<file path="src/hdl/mipsPkg.sv">
package mipsPkg;

    localparam int dataWidth = 32;
    localparam int regAddrWidth = 5;

    localparam logic [regAddrWidth-1:0] regZero = 5'd0;
    localparam logic [regAddrWidth-1:0] regV0 = 5'd2;

    // Primary opcode field, instr[31:26]
    typedef enum logic [5:0] {
        opRType = 6'b000000,
        opJ     = 6'b000010,
        opBeq   = 6'b000100,
        opBne   = 6'b000101,
        opAddiu = 6'b001001,
        opSlti  = 6'b001010,
        opSltiu = 6'b001011,
        opAndi  = 6'b001100,
        opOri   = 6'b001101,
        opXori  = 6'b001110,
        opLui   = 6'b001111,
        opLw    = 6'b100011,
        opSw    = 6'b101011
    } opcodeT;

    // Function field of R-type, instr[5:0]
    typedef enum logic [5:0] {
        fnSll  = 6'b000000,
        fnSrl  = 6'b000010,
        fnSra  = 6'b000011,
        fnJr   = 6'b001000,
        fnAddu = 6'b100001,
        fnSubu = 6'b100011,
        fnAnd  = 6'b100100,
        fnOr   = 6'b100101,
        fnXor  = 6'b100110,
        fnSlt  = 6'b101010,
        fnSltu = 6'b101011
    } funcT;

    typedef enum logic [3:0] {
        aluAdd   = 4'd0,
        aluSub   = 4'd1,
        aluAnd   = 4'd2,
        aluOr    = 4'd3,
        aluXor   = 4'd4,
        aluSlt   = 4'd5,
        aluSltu  = 4'd6,
        aluSll   = 4'd7,
        aluSrl   = 4'd8,
        aluSra   = 4'd9,
        aluLui   = 4'd10,
        aluPassA = 4'd11
    } aluOpT;

    typedef enum logic [2:0] {
        sFetch     = 3'b000,
        sDecode    = 3'b001,
        sExec      = 3'b010,
        sMem       = 3'b011,
        sWriteback = 3'b100,
        sHalted    = 3'b111
    } cpuStateT;

endpackage

</file>
<file path="src/hdl/alu.sv">
module alu
    import mipsPkg::*;
(
    input  aluOpT                aluOp,
    input  logic [dataWidth-1:0] aluA,
    input  logic [dataWidth-1:0] aluB,
    input  logic [4:0]           shamt,

    output logic [dataWidth-1:0] aluResult,
    output logic                 aluZero
);

    always_comb begin
        case (aluOp)
            aluAdd:  aluResult = aluA + aluB;
            aluSub:  aluResult = aluA - aluB;
            aluAnd:  aluResult = aluA & aluB;
            aluOr:   aluResult = aluA | aluB;
            aluXor:  aluResult = aluA ^ aluB;
            aluSlt: begin
                aluResult = {31'b0, $signed(aluA) < $signed(aluB)};
            end
            aluSltu: begin
                aluResult = {31'b0, aluA < aluB};
            end
            // Shifts work on operand B, rt in the encoding
            aluSll:  aluResult = aluB << shamt;
            aluSrl:  aluResult = aluB >> shamt;
            aluSra:  aluResult = $signed(aluB) >>> shamt;
            aluLui:  aluResult = {aluB[15:0], 16'b0};
            aluPassA: aluResult = aluA;
            default: aluResult = aluA;
        endcase
    end

    assign aluZero = (aluResult == '0);

endmodule

</file>
<file path="src/hdl/cpuController.sv">
module cpuController
    import mipsPkg::*;
#(
    parameter logic [31:0] resetVector = 32'hBFC00000
) (
    input  logic                    clk,
    input  logic                    reset,

    input  logic                    waitrequest,
    input  logic [dataWidth-1:0]    readdata,
    output logic [dataWidth-1:0]    address,
    output logic                    read,
    output logic                    write,
    output logic [dataWidth-1:0]    writedata,
    output logic [3:0]              byteenable,
    output logic                    active,

    output logic [dataWidth-1:0]    instr,
    input  logic [dataWidth-1:0]    aluResult,
    input  logic                    aluZero,
    input  logic [dataWidth-1:0]    rtData,
    input  logic [dataWidth-1:0]    rsData,

    input  logic                    isLoad,
    input  logic                    isStore,
    input  logic                    isBranchEq,
    input  logic                    isBranchNe,
    input  logic                    isJump,
    input  logic                    isJumpReg,
    input  logic                    regWrite,
    input  logic [regAddrWidth-1:0] destReg,
    input  logic [dataWidth-1:0]    branchOffset,
    input  logic [27:0]             jumpTarget,

    output logic                    wrEn,
    output logic [regAddrWidth-1:0] wrAddr,
    output logic [dataWidth-1:0]    wrData
);

    cpuStateT             state;
    logic [dataWidth-1:0] pc;
    logic [dataWidth-1:0] pcPlus4;
    logic [dataWidth-1:0] pendingTarget;
    logic [dataWidth-1:0] nextTarget;
    logic                 branchPending;
    logic                 inDelaySlot;
    logic                 takeBranch;
    logic                 memAccess;

    logic [dataWidth-1:0] aluOut;
    logic [dataWidth-1:0] storeData;
    logic [dataWidth-1:0] loadData;

    assign pcPlus4 = pc + 32'd4;
    assign memAccess = isLoad || isStore;

    assign takeBranch = isJump || isJumpReg
                     || (isBranchEq && aluZero)
                     || (isBranchNe && !aluZero);

    always_comb begin
        if (isJumpReg) begin
            nextTarget = rsData;
        end else if (isJump) begin
            nextTarget = {pcPlus4[31:28], jumpTarget};
        end else begin
            nextTarget = pcPlus4 + branchOffset;
        end
    end

    // Bus requests follow the state, so they stay put while stalled
    assign read = (state == sFetch && pc != '0) || (state == sMem && isLoad);
    assign write = (state == sMem) && isStore;
    assign address = (state == sMem) ? {aluOut[31:2], 2'b00} : pc;
    assign writedata = storeData;
    assign byteenable = 4'b1111;

    assign wrEn = (state == sWriteback) && regWrite;
    assign wrAddr = destReg;
    assign wrData = isLoad ? loadData : aluOut;

    always_ff @(posedge clk) begin
        if (reset) begin
            state <= sFetch;
            pc <= resetVector;
            active <= 1'b1;
            branchPending <= 1'b0;
            inDelaySlot <= 1'b0;
        end else begin
            case (state)
                sFetch: begin
                    if (pc == '0) begin
                        state <= sHalted;
                        active <= 1'b0;
                    end else if (!waitrequest) begin
                        state <= sDecode;
                    end
                end
                sDecode: state <= sExec;
                sExec: begin
                    state <= sMem;
                    if (takeBranch) begin
                        branchPending <= 1'b1;
                    end
                end
                sMem: begin
                    if (!memAccess || !waitrequest) begin
                        state <= sWriteback;
                    end
                end
                sWriteback: begin
                    state <= sFetch;
                    // Delay slot done, so the held target takes over now
                    if (inDelaySlot) begin
                        pc <= pendingTarget;
                    end else begin
                        pc <= pcPlus4;
                    end
                    inDelaySlot <= branchPending;
                    branchPending <= 1'b0;
                end
                sHalted: state <= sHalted;
                default: state <= sFetch;
            endcase
        end
    end

    always_ff @(posedge clk) begin
        if (state == sFetch && read && !waitrequest) begin
            instr <= readdata;
        end
        if (state == sExec) begin
            aluOut <= aluResult;
            storeData <= rtData;
            if (takeBranch) begin
                pendingTarget <= nextTarget;
            end
        end
        if (state == sMem && isLoad && !waitrequest) begin
            loadData <= readdata;
        end
    end

endmodule

</file>
<file path="src/hdl/instrDecoder.sv">
module instrDecoder
    import mipsPkg::*;
(
    input  logic [dataWidth-1:0]    instr,
    input  logic [dataWidth-1:0]    rsData,
    input  logic [dataWidth-1:0]    rtData,

    output logic [regAddrWidth-1:0] rsAddr,
    output logic [regAddrWidth-1:0] rtAddr,
    output logic [dataWidth-1:0]    aluA,
    output logic [dataWidth-1:0]    aluB,
    output logic [4:0]              shamt,
    output aluOpT                   aluOp,
    output logic [regAddrWidth-1:0] destReg,

    output logic                    regWrite,
    output logic                    isLoad,
    output logic                    isStore,
    output logic                    isBranchEq,
    output logic                    isBranchNe,
    output logic                    isJump,
    output logic                    isJumpReg,

    output logic [dataWidth-1:0]    branchOffset,
    output logic [27:0]             jumpTarget
);

    logic [5:0]           opcode;
    logic [5:0]           funct;
    logic [dataWidth-1:0] signExtImm;
    logic [dataWidth-1:0] zeroExtImm;
    logic                 isRType;
    logic                 useZeroExt;

    assign opcode = instr[31:26];
    assign funct = instr[5:0];
    assign rsAddr = instr[25:21];
    assign rtAddr = instr[20:16];
    assign shamt = instr[10:6];

    assign signExtImm = {{16{instr[15]}}, instr[15:0]};
    assign zeroExtImm = {16'b0, instr[15:0]};
    assign branchOffset = {{14{instr[15]}}, instr[15:0], 2'b00};
    assign jumpTarget = {instr[25:0], 2'b00};

    assign isRType = (opcode == opRType);
    assign useZeroExt = (opcode == opAndi) || (opcode == opOri) || (opcode == opXori);

    assign destReg = isRType ? instr[15:11] : instr[20:16];

    assign isLoad = (opcode == opLw);
    assign isStore = (opcode == opSw);
    assign isBranchEq = (opcode == opBeq);
    assign isBranchNe = (opcode == opBne);
    assign isJump = (opcode == opJ);
    assign isJumpReg = isRType && (funct == fnJr);

    assign aluA = rsData;

    // Branches compare rs with rt, so they take rt as well
    always_comb begin
        if (isRType || isBranchEq || isBranchNe) begin
            aluB = rtData;
        end else if (useZeroExt) begin
            aluB = zeroExtImm;
        end else begin
            aluB = signExtImm;
        end
    end

    always_comb begin
        aluOp = aluPassA;
        regWrite = 1'b0;
        case (opcode)
            opRType: begin
                regWrite = 1'b1;
                case (funct)
                    fnAddu: aluOp = aluAdd;
                    fnSubu: aluOp = aluSub;
                    fnAnd:  aluOp = aluAnd;
                    fnOr:   aluOp = aluOr;
                    fnXor:  aluOp = aluXor;
                    fnSlt:  aluOp = aluSlt;
                    fnSltu: aluOp = aluSltu;
                    fnSll:  aluOp = aluSll;
                    fnSrl:  aluOp = aluSrl;
                    fnSra:  aluOp = aluSra;
                    default: regWrite = 1'b0;
                endcase
            end
            opAddiu, opLw: begin
                aluOp = aluAdd;
                regWrite = 1'b1;
            end
            opSw:    aluOp = aluAdd;
            opBeq, opBne: aluOp = aluSub;
            opAndi: begin
                aluOp = aluAnd;
                regWrite = 1'b1;
            end
            opOri: begin
                aluOp = aluOr;
                regWrite = 1'b1;
            end
            opXori: begin
                aluOp = aluXor;
                regWrite = 1'b1;
            end
            opSlti: begin
                aluOp = aluSlt;
                regWrite = 1'b1;
            end
            opSltiu: begin
                aluOp = aluSltu;
                regWrite = 1'b1;
            end
            opLui: begin
                aluOp = aluLui;
                regWrite = 1'b1;
            end
            default: regWrite = 1'b0;
        endcase
    end

endmodule

</file>
<file path="src/hdl/mipsCpuBus.sv">
module mipsCpuBus
    import mipsPkg::*;
#(
    parameter logic [31:0] resetVector = 32'hBFC00000
) (
    input  logic        clk,
    input  logic        reset,

    output logic        active,
    output logic [31:0] registerV0,

    // Avalon-MM master
    output logic [31:0] address,
    output logic        read,
    output logic        write,
    input  logic        waitrequest,
    output logic [31:0] writedata,
    output logic [3:0]  byteenable,
    input  logic [31:0] readdata
);

    logic [dataWidth-1:0]    instr;
    logic [regAddrWidth-1:0] rsAddr;
    logic [regAddrWidth-1:0] rtAddr;
    logic [dataWidth-1:0]    rsData;
    logic [dataWidth-1:0]    rtData;

    logic [dataWidth-1:0]    aluA;
    logic [dataWidth-1:0]    aluB;
    logic [4:0]              shamt;
    aluOpT                   aluOp;
    logic [dataWidth-1:0]    aluResult;
    logic                    aluZero;

    logic [regAddrWidth-1:0] destReg;
    logic                    regWrite;
    logic                    isLoad;
    logic                    isStore;
    logic                    isBranchEq;
    logic                    isBranchNe;
    logic                    isJump;
    logic                    isJumpReg;
    logic [dataWidth-1:0]    branchOffset;
    logic [27:0]             jumpTarget;

    logic                    wrEn;
    logic [regAddrWidth-1:0] wrAddr;
    logic [dataWidth-1:0]    wrData;

    cpuController #(
        .resetVector(resetVector)
    ) u_cpuController (
        .clk(clk), .reset(reset),
        .waitrequest(waitrequest), .readdata(readdata),
        .address(address), .read(read), .write(write),
        .writedata(writedata), .byteenable(byteenable), .active(active),
        .instr(instr),
        .aluResult(aluResult), .aluZero(aluZero),
        .rtData(rtData), .rsData(rsData),
        .isLoad(isLoad), .isStore(isStore),
        .isBranchEq(isBranchEq), .isBranchNe(isBranchNe),
        .isJump(isJump), .isJumpReg(isJumpReg), .regWrite(regWrite),
        .destReg(destReg), .branchOffset(branchOffset), .jumpTarget(jumpTarget),
        .wrEn(wrEn), .wrAddr(wrAddr), .wrData(wrData)
    );

    instrDecoder u_instrDecoder (
        .instr(instr), .rsData(rsData), .rtData(rtData),
        .rsAddr(rsAddr), .rtAddr(rtAddr),
        .aluA(aluA), .aluB(aluB), .shamt(shamt), .aluOp(aluOp),
        .destReg(destReg), .regWrite(regWrite),
        .isLoad(isLoad), .isStore(isStore),
        .isBranchEq(isBranchEq), .isBranchNe(isBranchNe),
        .isJump(isJump), .isJumpReg(isJumpReg),
        .branchOffset(branchOffset), .jumpTarget(jumpTarget)
    );

    registerFile u_registerFile (
        .clk(clk), .reset(reset),
        .wrEn(wrEn), .wrAddr(wrAddr), .wrData(wrData),
        .rsAddr(rsAddr), .rtAddr(rtAddr),
        .rsData(rsData), .rtData(rtData),
        .registerV0(registerV0)
    );

    alu u_alu (
        .aluOp(aluOp), .aluA(aluA), .aluB(aluB), .shamt(shamt),
        .aluResult(aluResult), .aluZero(aluZero)
    );

endmodule

</file>
<file path="src/hdl/registerFile.sv">
module registerFile
    import mipsPkg::*;
(
    input  logic                    clk,
    input  logic                    reset,
    input  logic                    wrEn,
    input  logic [regAddrWidth-1:0] wrAddr,
    input  logic [dataWidth-1:0]    wrData,
    input  logic [regAddrWidth-1:0] rsAddr,
    input  logic [regAddrWidth-1:0] rtAddr,

    output logic [dataWidth-1:0]    rsData,
    output logic [dataWidth-1:0]    rtData,
    output logic [dataWidth-1:0]    registerV0
);

    logic [dataWidth-1:0] regs [2**regAddrWidth];

    always_ff @(posedge clk) begin
        if (reset) begin
            for (int i = 0; i < 2**regAddrWidth; i++) begin
                regs[i] <= '0;
            end
        end else if (wrEn && wrAddr != regZero) begin
            regs[wrAddr] <= wrData;
        end
    end

    // $zero is never written, so it reads back as zero
    assign rsData = regs[rsAddr];
    assign rtData = regs[rtAddr];
    assign registerV0 = regs[regV0];

endmodule

</file>
<file path="config.mk">
export PLATFORM = sky130hd
export DESIGN_NAME = mipsCpuBus
export DESIGN_NICKNAME = d
export VERILOG_FILES = /design/src/hdl/mipsPkg.sv /design/src/hdl/alu.sv /design/src/hdl/cpuController.sv /design/src/hdl/instrDecoder.sv /design/src/hdl/mipsCpuBus.sv /design/src/hdl/registerFile.sv
export SDC_FILE = /design/constraint.sdc
export NUM_CORES = 2
export LEC_CHECK = 0
export BUFFER_PORTS_ARGS = -buffer_cell sky130_fd_sc_hd__buf_2
export CAP_MARGIN = 20
export CELL_PAD_IN_SITES_DETAIL_PLACEMENT = 1
export CELL_PAD_IN_SITES_GLOBAL_PLACEMENT = 1
export CORE_AREA = 2 2 546 548
export DETAILED_ROUTE_END_ITERATION = 16
export DIE_AREA = 0 0 548 550
export PLACE_DENSITY = 0.51
export SYNTH_ARGS = -nofsm -noshare
export SYNTH_HDL_FRONTEND = slang
export SYNTH_SLANG_ARGS = --single-unit
</file>
<file path="constraint.sdc">
create_clock -name clk -period 11.85 [get_ports clk]
set_clock_uncertainty 0.05 [all_clocks]
set_input_delay 0 -clock clk [delete_from_list [all_inputs] [get_ports clk]]
set_output_delay 0 -clock clk [all_outputs]
set_load 0.01 [all_outputs]
</file>
==> reports/qor.txt <==
PD cells - 177 nW/um^2
I/O pin count - 138
Clock tree sinks - 1232
DIE HEIGHT - 550 um
Fillers - 32.3k
CP max stage cell - nor4_2
Critical Path RT - 12.31 ns
Tot GR Track Use - 0.248
P&R area growth vs syn - 16.4%
Top routing layer in use - met5
Via Count - 61.3k
Fmax - 100 MHz
Root Buffer - clkbuf_16
CTS tree - built
Critical path startpoint category - register
Fin. Hold Viols - 0
Share of cells above drive strength 1 - 0.190
Routed len/inst - 36.5 um
WL met2 - 173000 um
Worst Reg-to-Reg Cells - 26
Mean Syn Cell Area - 11.5 um^2
Worst hold path stage count - 2
Post-synth cell types - 99
Leading cell types in the layout, fill and taps excluded - nor2_1, edfxtp_1, mux2i_1
Antenna violations before repair - 25
Setup TNS - 0 ns
Crit path DAT - 10.41 ns
Largest net degree at the start of global routing - 98
Max VDD drop - 0.000156 V
Met1 Wirelength - 159000 um
Post-synth EDFFs - 1184
Core ar. - 296000 um^2
Antenna-violating nets left - 0
Seq/Total Area, Yosys - 0.496
Seq. cell area - 36500 um^2
First drt pass iteration count - 6
Max Root-Sink Buffers - 3
Post-synth ARST share - 0
Final hold slack - 0.0257 ns
DR vias/cell - 5.79
Synthesized area - 73600 um^2
Cell count after synthesis - 6410
NumNets Final - 6662
Clock latency at the later pin of the worst-skew pair - 0.85 ns
GPL Wtd Cong - 0.980
Status - finished clean
CP max FO - 62
Slew @ Worst Pin - 1.25 ns
Worst-path clk slew - 0.06 ns
Lkg Pwr - 30.6 nW
Global-route wire length before repair - 522000 um
Initial core utilization - 0.249
Relative slew slack - 0.164
Worst path depth - 26
Buf/Inv on CP - 4
TritonCTS Buffers - 149
Cell mode on critical path - a21oi_1
PnR worst setup slack - 1.90 ns
CP Capture Type - register
Die width - 548 um
Htree depth - 4
Metal3 WL - 32500 um
Final setup fails - 0
Wirelength, routed - 386000 um
RSZ-0062 raised after global routing - false
Yosys warns - 0
Design Power - 15.2 mW
# DRC - 0
Hold Path Class - input port to register
Die area - 301000 um^2
Vias in the first global route - 60.7k
Delay-heaviest family, CP - compound AO/OA/AOI/OAI gates
Area of the multi-input gates - 35100 um^2
Std-Cell Rows - 200
Slew Viols, Final - 0
Fin crit share - 0.840
HPWL after DPL - 260000 um
Kind of critical path - register to register
Port bufs - 133
MaxCap Viol Count - 0
Pre-CTS setup slack - 2.03 ns
GR Overflow Total - 0
Top_reg_cell synth - edfxtp_1
Slowest stage delay, CP - 0.86 ns
Tmin final - 9.95 ns
DRT iter0 DRCs - 7787
Seq cells post-synth - 1232
Commonest non-fill, non-tap cell in the layout - nor2_1
## Yosys cell counts (all sizes together), types with 28 or more instances
library cell,count,area share
a211oi,77,0.0079
a21oi,303,0.021
a221oi,36,0.0047
a22oi,234,0.024
a31oi,36,0.0031
and2,34,0.0029
and3,37,0.0031
buf,161,0.013
clkbuf,418,0.021
dfxtp,48,0.013
edfxtp,1184,0.48
ha,132,0.022
inv,129,0.0066
mux2,67,0.010
mux2i,510,0.070
mux4,381,0.12
nand2,299,0.015
nand2b,63,0.0054
nand3,77,0.0053
nand4,32,0.0027
nor2,1290,0.066
nor3,81,0.0055
nor4,50,0.0042
o211ai,30,0.0031
o21ai,141,0.0096
o221ai,28,0.0035
o22ai,59,0.0050
xnor2,42,0.0050
## layout make-up
cell class / count / area share
flip-flops and latches: 1232 / 0.426
multi-input cells: 4501 / 0.410
well taps: 3939 / 0.0575
clock buffers: 196 / 0.0465
repair buffers: 477 / 0.0435
clock inverters: 79 / 0.0101
inverters: 132 / 0.00585
diodes: 20 / 0.000584
## power by group
part	switching [mW]	internal, mW	leakage [nW]
clock network	2.06	2.64	2.35
registers	0.225	5.00	12.4
logic	3.56	1.69	15.8
total	5.84	9.32	30.6
## registers in the layout, summed over array words and instances (netlist names), named ones only
signal,cells
u_registerFile.regs,1024
u_cpuController.aluOut,32
u_cpuController.instr,32
u_cpuController.loadData,32
u_cpuController.pc,32
u_cpuController.pendingTarget,32
u_cpuController.writedata,32
u_cpuController.state,3
u_cpuController.active,1
u_cpuController.branchPending,1
u_cpuController.inDelaySlot,1
## through the flow
step                      std cells  cell area (um^2)  utilization
final                         10600             85700        0.290
after global routing          10600             85700        0.290
after CTS                     10600             85600        0.290
after detailed placement      10200             80100        0.271
after global placement        10200             79900        0.270
after floorplan                6444             73800            -
## per-layer routing
metal  GRT usage  vias to the layer above
li1            -                    24500
met1       0.330                    32500
met2       0.390                     3495
met3      0.0457                      746
met4       0.117                       16
met5           0                        -
## path summary, 6_finish.rpt
kind                                                               endpoint  slack [ns]                           startpoint
worst max register to register  u_cpuController.pendingTarget[23]$_DFFE_PP_        1.90                             register
worst min-delay path                    u_cpuController.instr[22]$_DFFE_PP_        0.03                         readdata[22]
worst min register to register          u_cpuController.active$_SDFFE_PP1P_        0.42  u_cpuController.active$_SDFFE_PP1P_
worst max-delay path            u_cpuController.pendingTarget[23]$_DFFE_PP_        1.90                             register
## kinds of logic (layout without fill, tap and decap cells)
| group | after synthesis | in the layout | synth area share |
|---|---|---|---|
| and+or+nand+nor | 2073 | 2073 | 0.121 |
| AOI/OAI and AO/OA | 1233 | 1233 | 0.115 |
| DFF | 1232 | 1232 | 0.496 |
| muxes | 958 | 958 | 0.196 |
| buffers and inverters | 711 | 884 | 0.0409 |
| adders and majority gates | 134 | 134 | 0.0230 |
| xor gates and xnor gates | 67 | 67 | 0.00797 |
| other | 2 | 56 | 0.000102 |
## timing repair
action / in CTS / in global routing
hold buffers: 64 / 0
resized for setup: 0 / 0
setup buffers: 0 / 0
hold endpoints to repair: 149 / 0
Note: power is estimated with default switching activity, not from simulation.
